## src/hw/rem_config.svh

```systemverilog
// ~~~~~~~~~~~~~~~~~~~~~~~~~~~~~~~~~~~~~~~~~~~~~~~~~~~~~~~~~~~~~~~~~~~~~~~~~~~
// signed remainder unit configuration
// operand width and the widths and stage count derived from it
// ~~~~~~~~~~~~~~~~~~~~~~~~~~~~~~~~~~~~~~~~~~~~~~~~~~~~~~~~~~~~~~~~~~~~~~~~~~~

`ifndef REM_CONFIG_SVH
`define REM_CONFIG_SVH

// width of dividend, divisor and remainder at the ports
`define REM_WORD_WIDTH 8

// one extra bit so the most negative dividend has a positive counterpart
`define REM_LONG_WIDTH (`REM_WORD_WIDTH + 1)

// one division step per bit of the long word
// the first step only shifts, the divisor is not fully in the increment yet
`define REM_STEP_COUNT `REM_LONG_WIDTH

`endif

```

## src/hw/rem_pkg.sv

```systemverilog
// ~~~~~~~~~~~~~~~~~~~~~~~~~~~~~~~~~~~~~~~~~~~~~~~~~~~~~~~~~~~~~~~~~~~~~~~~~~~
// signed remainder types
// step opcode and the structs passed between pipeline stages
// ~~~~~~~~~~~~~~~~~~~~~~~~~~~~~~~~~~~~~~~~~~~~~~~~~~~~~~~~~~~~~~~~~~~~~~~~~~~

`include "rem_config.svh"

package rem_pkg;

    // direction a step moves the remainder, always toward zero
    typedef enum logic {
        OP_ADD = 1'b0,
        OP_SUB = 1'b1
    } rem_op_e;

    // operands as seen on the input handshake
    typedef struct packed {
        logic [`REM_WORD_WIDTH-1:0] dividend;
        logic [`REM_WORD_WIDTH-1:0] divisor;
    } rem_request_t;

    // state of one item as it moves down the step chain
    typedef struct packed {
        logic                       valid;
        // running remainder, starts as the dividend
        logic [`REM_LONG_WIDTH-1:0] remainder;
        // divisor bits shifted in from the top
        logic [`REM_LONG_WIDTH-1:0] increment;
        // divisor bits still waiting, kept sign-extended
        logic [`REM_LONG_WIDTH-1:0] divisor_rest;
        // signs of the operands as loaded
        logic                       dividend_sign;
        logic                       divisor_sign;
        logic                       divide_by_zero;
    } rem_step_t;

    // what the output handshake carries
    typedef struct packed {
        logic [`REM_WORD_WIDTH-1:0] remainder;
        logic                       divide_by_zero;
    } rem_result_t;

endpackage

```

## src/hw/rem_operand_loader.sv

```systemverilog
// ~~~~~~~~~~~~~~~~~~~~~~~~~~~~~~~~~~~~~~~~~~~~~~~~~~~~~~~~~~~~~~~~~~~~~~~~~~~
// signed remainder operand loader
// first pipeline stage, widens the operands and builds the initial step state
// ~~~~~~~~~~~~~~~~~~~~~~~~~~~~~~~~~~~~~~~~~~~~~~~~~~~~~~~~~~~~~~~~~~~~~~~~~~~

`timescale 1ns/10ps

`include "rem_config.svh"

module rem_operand_loader import rem_pkg::*; (
    input  logic         clock,
    input  logic         reset,
    input  logic         advance,

    input  logic         input_valid,
    input  rem_request_t request,

    output rem_step_t    step_out
);

    // operands widened by one sign bit
    logic [`REM_LONG_WIDTH-1:0] dividend_long;
    logic [`REM_LONG_WIDTH-1:0] divisor_long;

    rem_step_t step_next;

    always_comb begin
        // sign extension into the long word
        dividend_long = {request.dividend[`REM_WORD_WIDTH-1], request.dividend};
        divisor_long  = {request.divisor[`REM_WORD_WIDTH-1], request.divisor};

        // a bubble still flows down the chain, only the valid bit tells
        step_next.valid = input_valid;

        // the dividend is the remainder before any step has run
        step_next.remainder = dividend_long;

        // the first shift happens here already
        // lowest divisor bit goes to the top of the increment
        step_next.increment = {divisor_long[0], {`REM_WORD_WIDTH{1'b0}}};

        // arithmetic shift right by one, done by hand
        step_next.divisor_rest = {divisor_long[`REM_LONG_WIDTH-1],
                                  divisor_long[`REM_LONG_WIDTH-1:1]};

        // initial signs pick add or subtract in every later step
        step_next.dividend_sign = dividend_long[`REM_LONG_WIDTH-1];
        step_next.divisor_sign  = divisor_long[`REM_LONG_WIDTH-1];

        // zero divisor leaves the dividend as the remainder
        step_next.divide_by_zero = (divisor_long == {`REM_LONG_WIDTH{1'b0}});
    end

    // payload loads on advance, only the valid bit is cleared by reset
    always_ff @(posedge clock) begin
        if (advance) begin
            step_out <= step_next;
        end
        if (reset) begin
            step_out.valid <= 1'b0;
        end
    end

endmodule

```

## src/hw/rem_division_step.sv

```systemverilog
// ~~~~~~~~~~~~~~~~~~~~~~~~~~~~~~~~~~~~~~~~~~~~~~~~~~~~~~~~~~~~~~~~~~~~~~~~~~~
// signed remainder division step
// one registered step of truncating long division, moving the remainder
// toward zero by the current increment when that does not overshoot
// ~~~~~~~~~~~~~~~~~~~~~~~~~~~~~~~~~~~~~~~~~~~~~~~~~~~~~~~~~~~~~~~~~~~~~~~~~~~

`timescale 1ns/10ps

`include "rem_config.svh"

module rem_division_step import rem_pkg::*; (
    input  logic      clock,
    input  logic      reset,
    input  logic      advance,

    input  rem_step_t step_in,
    output rem_step_t step_out
);

    // add or subtract for this step
    rem_op_e op;

    // remainder if the increment were applied
    logic [`REM_LONG_WIDTH-1:0] candidate;
    logic                       candidate_overflow;

    // the individual acceptance tests
    logic increment_ok;
    logic rest_all_sign;
    logic candidate_ok;
    logic apply;

    rem_step_t step_next;

    always_comb begin
        // same signs means subtract to head toward zero, else add
        op = (step_in.dividend_sign == step_in.divisor_sign) ? OP_SUB : OP_ADD;

        // signed overflow from the operand and result sign bits
        if (op == OP_SUB) begin
            candidate = step_in.remainder - step_in.increment;
            candidate_overflow =
                (step_in.remainder[`REM_LONG_WIDTH-1] != step_in.increment[`REM_LONG_WIDTH-1])
                && (candidate[`REM_LONG_WIDTH-1] != step_in.remainder[`REM_LONG_WIDTH-1]);
        end else begin
            candidate = step_in.remainder + step_in.increment;
            candidate_overflow =
                (step_in.remainder[`REM_LONG_WIDTH-1] == step_in.increment[`REM_LONG_WIDTH-1])
                && (candidate[`REM_LONG_WIDTH-1] != step_in.remainder[`REM_LONG_WIDTH-1]);
        end

        // the increment only means something once its sign matches the divisor
        increment_ok = (step_in.increment[`REM_LONG_WIDTH-1] == step_in.divisor_sign);

        // and once nothing but sign bits are left in the divisor
        if (step_in.divisor_sign) begin
            rest_all_sign = (step_in.divisor_rest == {`REM_LONG_WIDTH{1'b1}});
        end else begin
            rest_all_sign = (step_in.divisor_rest == {`REM_LONG_WIDTH{1'b0}});
        end

        // no overshoot past zero, landing on zero is fine
        candidate_ok =
            ((candidate[`REM_LONG_WIDTH-1] == step_in.dividend_sign) && !candidate_overflow)
            || (candidate == {`REM_LONG_WIDTH{1'b0}});

        apply = increment_ok && rest_all_sign && candidate_ok && !step_in.divide_by_zero;

        // signs, flag and valid pass through untouched
        step_next = step_in;
        if (apply) begin
            step_next.remainder = candidate;
        end

        // next divisor bit enters the increment from the top
        step_next.increment = {step_in.divisor_rest[0],
                               step_in.increment[`REM_LONG_WIDTH-1:1]};

        // rest keeps its sign while it drains
        step_next.divisor_rest = {step_in.divisor_rest[`REM_LONG_WIDTH-1],
                                  step_in.divisor_rest[`REM_LONG_WIDTH-1:1]};
    end

    // whole stage holds while the output side is stalled
    always_ff @(posedge clock) begin
        if (advance) begin
            step_out <= step_next;
        end
        if (reset) begin
            step_out.valid <= 1'b0;
        end
    end

endmodule

```

## src/hw/rem_result_stage.sv

```systemverilog
// ~~~~~~~~~~~~~~~~~~~~~~~~~~~~~~~~~~~~~~~~~~~~~~~~~~~~~~~~~~~~~~~~~~~~~~~~~~~
// signed remainder result stage
// narrows the finished remainder and holds the output handshake
// ~~~~~~~~~~~~~~~~~~~~~~~~~~~~~~~~~~~~~~~~~~~~~~~~~~~~~~~~~~~~~~~~~~~~~~~~~~~

`timescale 1ns/10ps

`include "rem_config.svh"

module rem_result_stage import rem_pkg::*; (
    input  logic        clock,
    input  logic        reset,
    input  logic        advance,

    input  rem_step_t   step_in,

    output logic        output_valid,
    output rem_result_t result
);

    rem_result_t result_next;

    always_comb begin
        // the remainder is never larger in magnitude than the dividend
        // so the extra top bit is only a copy of the sign here
        result_next.remainder      = step_in.remainder[`REM_WORD_WIDTH-1:0];
        result_next.divide_by_zero = step_in.divide_by_zero;
    end

    // advance low means a result is waiting and output_ready is low,
    // so valid and data both stay put until the transfer
    always_ff @(posedge clock) begin
        if (advance) begin
            output_valid <= step_in.valid;
            result       <= result_next;
        end
        if (reset) begin
            output_valid <= 1'b0;
        end
    end

endmodule

```

## src/hw/remainder_signed.sv

```systemverilog
// ~~~~~~~~~~~~~~~~~~~~~~~~~~~~~~~~~~~~~~~~~~~~~~~~~~~~~~~~~~~~~~~~~~~~~~~~~~~
// signed integer remainder, fully unrolled pipeline
// remainder truncates toward zero and takes the sign of the dividend
// ready/valid on both sides, one new request per cycle
// ~~~~~~~~~~~~~~~~~~~~~~~~~~~~~~~~~~~~~~~~~~~~~~~~~~~~~~~~~~~~~~~~~~~~~~~~~~~

`timescale 1ns/10ps

`include "rem_config.svh"

module remainder_signed import rem_pkg::*; (
    input  logic         clock,
    input  logic         reset,

    // request side
    input  logic         input_valid,
    output logic         input_ready,
    input  rem_request_t request,

    // result side
    output logic         output_valid,
    input  logic         output_ready,
    output rem_result_t  result
);

    // whole pipeline moves together or not at all
    logic advance;

    // entry 0 from the loader, entry k+1 from step k
    rem_step_t step_chain [0:`REM_STEP_COUNT];

    // the only back-pressure point, result stage empty or being read
    always_comb begin
        advance     = !output_valid || output_ready;
        input_ready = advance;
    end

    rem_operand_loader i_loader (
        .clock       (clock),
        .reset       (reset),
        .advance     (advance),
        .input_valid (input_valid),
        .request     (request),
        .step_out    (step_chain[0])
    );

    // one stage per bit of the long word
    genvar k;
    generate
        for (k = 0; k < `REM_STEP_COUNT; k++) begin : g_step
            rem_division_step i_step (
                .clock    (clock),
                .reset    (reset),
                .advance  (advance),
                .step_in  (step_chain[k]),
                .step_out (step_chain[k+1])
            );
        end
    endgenerate

    // last step feeds the output register
    rem_result_stage i_result (
        .clock        (clock),
        .reset        (reset),
        .advance      (advance),
        .step_in      (step_chain[`REM_STEP_COUNT]),
        .output_valid (output_valid),
        .result       (result)
    );

endmodule

```

## config.mk

```make
export PLATFORM = sky130hd
export DESIGN_NAME = remainder_signed
export DESIGN_NICKNAME = d
export VERILOG_FILES = /design/src/hw/rem_pkg.sv /design/src/hw/rem_operand_loader.sv /design/src/hw/rem_division_step.sv /design/src/hw/rem_result_stage.sv /design/src/hw/remainder_signed.sv
export VERILOG_INCLUDE_DIRS = /design/src /design/src/hw
export SDC_FILE = /design/constraint.sdc
export NUM_CORES = 1
export LEC_CHECK = 0
export BUFFER_PORTS_ARGS = -buffer_cell sky130_fd_sc_hd__buf_2
export CAP_MARGIN = 10
export CORE_MARGIN = 2
export CORE_UTILIZATION = 30
export DETAILED_ROUTE_END_ITERATION = 8
export GPL_ROUTABILITY_DRIVEN = 0
export HOLD_SLACK_MARGIN = 0.06
export PLACE_DENSITY = 0.48
export SETUP_SLACK_MARGIN = 0.4
export SYNTH_ARGS = -nofsm -noshare
export SYNTH_HDL_FRONTEND = slang
export SYNTH_SLANG_ARGS = --single-unit
```

## constraint.sdc

```tcl
create_clock -name clock -period 22.8 [get_ports clock]
set_input_delay 3.42 -clock clock [delete_from_list [all_inputs] [get_ports clock]]
set_output_delay 3.42 -clock clock [all_outputs]
set_load 0.02 [all_outputs]
```

==> Yosys cells after proc, flatten, opt, wreduce, memory -nomap -nowiden <==
Index checks and enable logic that the tools add are counted.
{ "op_classes": {"n_eq_ne": 72, "addsub": 18, "n_mux": 45, "n_reduce_logical": 102} }
{ "op_table": {"columns": ["operator", "count"], "rows": [
  ["9-bit zero test", 19],
  ["9-bit two-way mux", 17],
  ["9-bit adder", 9],
  ["9-bit == test, second input constant", 9],
  ["9-bit subtractor", 9],
  ["1-bit logical AND", 54],
  ["1-bit == test", 36],
  ["1-bit two-way mux", 27],
  ["1-bit != test", 27],
  ["1-bit zero test", 19],
  ["1-bit logical OR", 10],
  ["8-bit two-way mux", 1]
]} }
{ "word_totals": {"wordCells": 306, "out_inout_bits": 11, "inputBits": 20, "register_bits": 211} }

==> Longest topological paths before layout <==
Gate-level depths: netlist (run 1).
{ "logic_depth": {"depth_word": 10, "mapped_depth": 12} }

==> Cells and area by module <==
A second synthesis (run 1) with hierarchy kept.
{ "hier_totals": {"cells_unflattened": 1681, "hier_area_um2": 19083.3} }
{ "by_module_without_submodules": {"columns": ["mod", "cells_per_inst", "seq_area_each_um2", "area_each_um2", "instances"], "rows": [
  ["rem_division_step at g_step[0].i_step ...", 171, 890.9, 1923.1, 5],
  ["rem_division_step at g_step[5].i_step ...", 194, 890.9, 2123.3, 4],
  ["rem_operand_loader", 37, 530.5, 664.4, 1],
  ["rem_result_stage", 12, 290.3, 304.0, 1],
  ["remainder_signed", 1, 0.0, 6.3, 1]
]} }

==> Least setup slack after synthesis (run 1) <==
Ideal clock, no wire load.
{ "synth_timing": {"path_kind": "input to output", "start": "input port output_ready", "end": "output port input_ready", "path_stages": 3, "t_arrival_ps": 8921, "setup_slack_ps": 10459, "n_path_buf": 1, "cell_sequence": "nor2b_1 > inv_1 > clkbuf_1"} }
{ "synth_between": {"elab_chain_len": 1} }
{ "synth_lines": {"columns": ["item", "line_no", "source"], "rows": [
  ["from (decl)", "remainder_signed.sv:22", "input logic output_ready,"],
  ["1-bit logical OR", "remainder_signed.sv:34", "advance = !output_valid || output_ready;"],
  ["to (decl)", "remainder_signed.sv:17", "output logic input_ready,"]
]} }
Every way passes these cells.

==> Worst setup path after layout (run 1) <==
Same ends and word-level chain as after synthesis.

==> results of run 1 <==
[how the worst max path moves through the flow]
stage	from	endpoint	slack [ps]	cells after the start
floorplan	output_ready	input_ready	10460	3
CTS	output_ready	input_ready	14180	4
detailed placement	output_ready	input_ready	14180	4
global route	output_ready	input_ready	14020	4
global placement	output_ready	input_ready	14180	4
finish	output_ready	input_ready	14190	4
[per-stage QoR]
| stage | instance area, sq um | setup WS (ps) | hold WS [ps] | utilization [%] |
|---|---|---|---|---|
| 2_1_floorplan | 10600 | 10460 | 400 | - |
| 3_3_place_gp | 11200 | 14180 | 403 | 32.4 |
| 3_5_place_dp | 11200 | 14180 | 405 | 32.4 |
| 4_1_cts | 11800 | 14180 | 421 | 34.1 |
| 5_1_grt | 11800 | 14020 | 428 | 34.1 |
| 6_report | 11800 | 14190 | 418 | 34.1 |
[synthesized netlist by cell type (all sizes together) (2+ instances only)]
| cell type | count | share of area [%] |
|---|---|---|
| o21a | 3 | 0.21 |
| a221oi | 6 | 0.66 |
| a211o | 4 | 0.33 |
| xnor2 | 30 | 2.6 |
| o31ai | 4 | 0.28 |
| a31oi | 10 | 0.59 |
| buf | 8 | 0.38 |
| nand2b | 10 | 0.59 |
| clkbuf | 13 | 0.46 |
| nor4b | 5 | 0.41 |
| ha | 70 | 8.3 |
| or4 | 8 | 0.57 |
| nor3b | 6 | 0.43 |
| and2 | 6 | 0.35 |
| o211ai | 10 | 0.71 |
| nand4 | 8 | 0.47 |
| dfxtp | 11 | 2.1 |
| xor2 | 17 | 1.6 |
| nor2b | 20 | 1.2 |
| nor3 | 18 | 0.95 |
| o22ai | 3 | 0.18 |
| and3 | 4 | 0.24 |
| a21o | 8 | 0.57 |
| o211a | 2 | 0.19 |
| or3 | 10 | 0.64 |
| nand3 | 11 | 0.52 |
| fa | 14 | 2.6 |
| nand3b | 7 | 0.50 |
| a211oi | 5 | 0.35 |
| o21bai | 7 | 0.50 |
| a21oi | 49 | 2.4 |
| o311ai | 2 | 0.17 |
| nor4 | 10 | 0.59 |
| o21ai | 34 | 1.6 |
| nor2 | 55 | 2.0 |
| inv | 72 | 2.6 |
| edfxtp | 186 | 53 |
| o2bb2ai | 3 | 0.25 |
| nand2 | 65 | 2.3 |
| mux2 | 13 | 1.4 |
| mux2i | 35 | 3.3 |
[routing by layer]
| layer | share of wire (%) | up-vias |
|---|---|---|
| li1 | - | 3258 |
| met1 | 40 | 3110 |
| met2 | 57 | 50 |
| met3 | 1.8 | 14 |
| met4 | 1.3 | 0 |
| met5 | 0 | - |
[layout make-up]
| type | count | area [sq um] | area share, % |
|---|---|---|---|
| Sequential cell | 197 | 5810 | 49.2 |
| Clock buffer | 17 | 425 | 3.60 |
| Inverter | 72 | 278 | 2.35 |
| Tap cell | 455 | 569 | 4.82 |
| Clock inverter | 14 | 154 | 1.30 |
| Multi-Input combinational cell | 586 | 4410 | 37.4 |
| Timing Repair Buffer | 32 | 165 | 1.40 |
[kinds of logic after synthesis]
| group | share of synthesized area, % |
|---|---|
| simple gates | 12.0 |
| xor+xnor | 4.18 |
| compound gates | 9.89 |
| flops | 54.9 |
| fa+ha+maj | 10.9 |
| buf+inv | 3.39 |
| mux | 4.70 |
[registers in the layout, indices dropped and copies added (netlist names)]
| name | cells |
|---|---|
| g_step.i_step.step_out | 169 |
| i_loader.step_out | 18 |
| i_result.output_valid | 1 |
| i_result.result | 9 |
[report_power, final]
group	internal, mW	switching (mW)
registers	0.443	0.0297
clock network	0.147	0.149
logic	0.105	0.138
total	0.696	0.317
==> impl_metrics.json, run 1 <==
{
  "outcome": "finished, final reports clean",
  "fp.dieW_um": 192,
  "rsz0062_at_grt": "false",
  "ff2ff_setup_slack_ps": 19460,
  "crit_chain": "buf_2, nor2b_1, inv_8, buf_2",
  "dp.final_hpwl_um": 13700,
  "crit_family": "buffers and inverters",
  "grt_remaining_overflow": 0,
  "fill_cells": 3426,
  "clock_path_buffers": 2,
  "gr-usage-met2_pct": 21.3,
  "hold_viol": 0,
  "period_needed_ps": 8610,
  "hold_start": "i_loader.step_out[4]",
  "maxSlewHeadroom_pct": 29.2,
  "synth_area_sq_um": 10600,
  "route.detailed.drc": 0,
  "finalSetupViolCount": 0,
  "final_common_cell": "edfxtp_1",
  "slowest_delay_ps": 800,
  "cts_tree": "done",
  "hold_end": "g_step[0].i_step.step_out[3]",
  "wire_per_inst_um": 13.7,
  "final_cell_mix": "186 x edfxtp_1, 71 x inv_1, 70 x ha_1",
  "finalSetupTns_ps": 0,
  "vias_per_cell": 4.68,
  "cp_max_fo": 125,
  "core_sq_um": 34600,
  "total_power_mw": 1.01,
  "numCtsBuffers": 17,
  "vdd_drop_max_mv": 0.0532,
  "hold_class": "reg2reg",
  "skew_ps": 10.3,
  "ctsHoldBuffers": 0,
  "grt_max_degree": 126,
  "vias": 6432,
  "grt_pass1_wl_um": 31400,
  "arrival_ps": 5190,
  "synthCells": 876,
  "ys_warn_count": 0,
  "end_kind": "primary output",
  "busiest_layer": "met2",
  "async_flop_share_pct": 0,
  "drive_gt1_share_pct": 9.26,
  "rows": 68,
  "drtIter0Drc": 279,
  "finalMaxSlewViolations": 0,
  "min_period_over_period_pct": 37.8,
  "tightest_slew_ps": 1060,
  "cts_sinks": 197,
  "grtUsageMet1_pct": 11.2,
  "maxCapViolations": 0,
  "synth_ff_type": "edfxtp_1",
  "dr.pass1.iters": 4,
  "r2r_start": "g_step[3].i_step.step_out[25]",
  "yosysSeqAreaShare_pct": 54.9,
  "reg2regPathDepth": 11,
  "first_global_vias": 6481,
  "fmax_ghz": 0.116,
  "routed_wl_um": 18800,
  "die_h_um": 192,
  "start_util_pct": 30.5,
  "min_delay_path_depth": 0,
  "clk_pin_slew_ps": 80,
  "worst_r2r_endpoint": "g_step[4].i_step.step_out[29]",
  "die_area_sq_um": 36800,
  "yosys_register_bits": 197,
  "n_antenna_cell": 0,
  "nets": 1010,
  "crit_required_ps": 19380,
  "cp_slowest_cell": "nor2b_1",
  "portBuffers": 30,
  "synth-edff-count": 186,
  "clkLatencyLatePin_ps": 440,
  "antenna_found_initial": 0,
  "place_inst": 1342,
  "start_kind": "input pin",
  "ys_types": 63,
  "syn_nets": 980,
  "cts.repair.resized": 0,
  "path_buf_inv": 3,
  "post_cts_buffers": 0,
  "cts_max_level": 4,
  "root_buffer": "clkbuf_16",
  "drtAntennaViolNets": 0,
  "power.leakage_nw": 4.64,
  "powerDensity_nw_per_um2": 85.8,
  "syn_area_per_cell_sq_um": 12.1,
  "syn_to_final_growth_pct": 11.6,
  "fin_cells": 1373,
  "path_class": "in2out",
  "pin_count": 31,
  "grt_util_met3_pct": 2.30,
  "grt.total_usage_pct": 10.8,
  "cpMostUsedCell": "buf_2"
}
Note: power is estimated with default switching activity, not from simulation.
==> run 2, diff against run 1 <==
ABC_AREA = 1   (was unset)
PLACE_DENSITY = 0.5   (was 0.48)
clock period = 7.2 ns   (was 22.8 ns; I/O delays follow)
==> impl_metrics.json, run 2 <==
{
  "outcome": "finished, final reports clean",
  "first_global_vias": 7625,
  "dp.final_hpwl_um": 16100,
  "yosysSeqAreaShare_pct": 52.1,
  "vias": 7639,
  "fin_cells": 1698,
  "cts.repair.resized": 0,
  "finalSetupViolCount": 0,
  "end_kind": "primary output",
  "grt_pass1_wl_um": 35800,
  "pin_count": 31,
  "route.detailed.drc": 0,
  "ff2ff_setup_slack_ps": 4530,
  "post_cts_buffers": 0,
  "antenna_found_initial": 0,
  "arrival_ps": 2840,
  "cts_max_level": 4,
  "core_sq_um": 36600,
  "vdd_drop_max_mv": 0.187,
  "clkLatencyLatePin_ps": 440,
  "final_common_cell": "nand2_1",
  "yosysTopAreaCell": "edfxtp_1",
  "drtAntennaViolNets": 0,
  "cts_sinks": 197,
  "grt.total_usage_pct": 11.5,
  "rsz0062_at_grt": "false",
  "fp.dieW_um": 197,
  "skew_ps": 11.2,
  "vias_per_cell": 4.50,
  "synth-edff-count": 186,
  "powerDensity_nw_per_um2": 299,
  "reg.largest.list": "g_step.i_step.step_out x169, i_loader.step_out x18, i_result.result x9",
  "syn_nets": 1287,
  "synthCells": 1183,
  "synthTopCellsByArea": "edfxtp_1 50%, nand2_1 12%, ha_1 7.9%, inv_1 5.1%, nand3_1 4.8%",
  "slowest_delay_ps": 730,
  "routed_wl_um": 21200,
  "numCtsBuffers": 17,
  "crit_required_ps": 6120,
  "drtIter0Drc": 374,
  "crit_chain": "buf_2, nor2_1, inv_8, buf_2",
  "synth_top_cell_area_share_pct": 50.1,
  "ys_warn_count": 0,
  "portBuffers": 30,
  "cpMostUsedCell": "buf_2",
  "maxCapViolations": 0,
  "cp_slowest_cell": "nor2_1",
  "fin_util_pct": 33.8,
  "period_needed_ps": 3920,
  "grt_max_degree": 139,
  "hold_viol": 0,
  "async_flop_share_pct": 0,
  "synth_area_sq_um": 11100,
  "root_buffer": "clkbuf_16",
  "fin_ws_ps": 3280,
  "fmax_ghz": 0.255,
  "drive_gt1_share_pct": 9.02,
  "dr.pass1.iters": 8,
  "synth_ff_type": "edfxtp_1",
  "maxSlewHeadroom_pct": 35.7,
  "start_kind": "input pin",
  "hold_class": "reg2reg",
  "place_inst": 1666,
  "die_h_um": 197,
  "cp_max_fo": 138,
  "grt_remaining_overflow": 0,
  "syn_area_per_cell_sq_um": 9.42,
  "regMostFlops": "g_step.i_step.step_out",
  "tightest_slew_ps": 961,
  "largest_register_ff_count": 169,
  "clock_path_buffers": 2,
  "finalSetupTns_ps": 0,
  "nets": 1321,
  "min_period_over_period_pct": 54.5,
  "post-synth-top-count-cell": "nand2_1",
  "synth_common_cells": "366 x nand2_1, 186 x edfxtp_1, 150 x inv_1",
  "ctsHoldBuffers": 0,
  "start_util_pct": 30.4,
  "cts_tree": "done",
  "rows": 70,
  "yosys_register_bits": 197,
  "n_antenna_cell": 0,
  "final_cell_mix": "366 x nand2_1, 186 x edfxtp_1, 149 x inv_1",
  "wire_per_inst_um": 12.5,
  "finalMaxSlewViolations": 0,
  "path_class": "in2out",
  "ys_types": 44,
  "syn_to_final_growth_pct": 11.2,
  "clk_pin_slew_ps": 80,
  "power.leakage_nw": 5.73,
  "die_area_sq_um": 38700,
  "dpl_worst_slack_ps": 3250
}
## run 2: power breakdown
group | leakage [nW] | switching [mW] | internal, mW | total, mW
clock | 0.281 | 0.474 | 0.463 | 0.938
sequential | 2.09 | 0.108 | 1.44 | 1.55
combinational | 3.36 | 0.782 | 0.434 | 1.22
## run 2: metal layers
| metal | vias to the layer above | GRT usage [%] | wire length [um] |
|---|---|---|---|
| met2 | 86 | 22.0 | 11400 |
| met1 | 3540 | 13.0 | 9030 |
| met3 | 24 | 2.09 | 529 |
| met4 | 0 | 3.51 | 328 |
| met5 | - | 0 | 0 |
| li1 | 3989 | - | - |
## run 2: final timing paths
| check | from | to | cells past startpoint |
|---|---|---|---|
| max reg2reg | g_step[7].i_step.step_out[12] | g_step[8].i_step.step_out[21] | 14 |
| min reg2reg | g_step[8].i_step.step_out[27] | i_result.result[7] | 0 |
| min | g_step[8].i_step.step_out[27] | i_result.result[7] | 0 |
| max | output_ready | input_ready | 4 |
## run 2: through the flow
stage / instance area [sq um] / hold slack, ps / total power [mW]
2_1_floorplan: 11100 / 400 / 2.51
3_3_place_gp: 11800 / 402 / 2.77
3_5_place_dp: 11800 / 405 / 2.79
4_1_cts: 12400 / 424 / 3.74
5_1_grt: 12400 / 430 / 3.99
6_report: 12400 / 421 / 3.70
## run 2: cell type report
class	count	area, sq um
clock buffer	17	425
multi-input combinational	810	4650
timing repair buffer	32	165
clock inverter	15	160
tap	468	586
fill	3769	24200
sequential	197	5810
inverter	159	604
## run 2: worst max-delay path: cells and delay by family
| kind | cells | cell delay, ps |
|---|---|---|
| buffers and inverters | 3 | 970 |
| and+or+nand+nor | 1 | 730 |
## run 2: cell families (layout without fill, tap and decap cells)
logic type	Yosys count	in the layout	share of synthesized area, %
compound gates	89	89	4.77
xor+xnor	26	26	2.38
fa+ha+maj	84	84	10.4
buf+inv	176	223	6.22
flops	197	197	52.1
simple gates	611	611	24.2
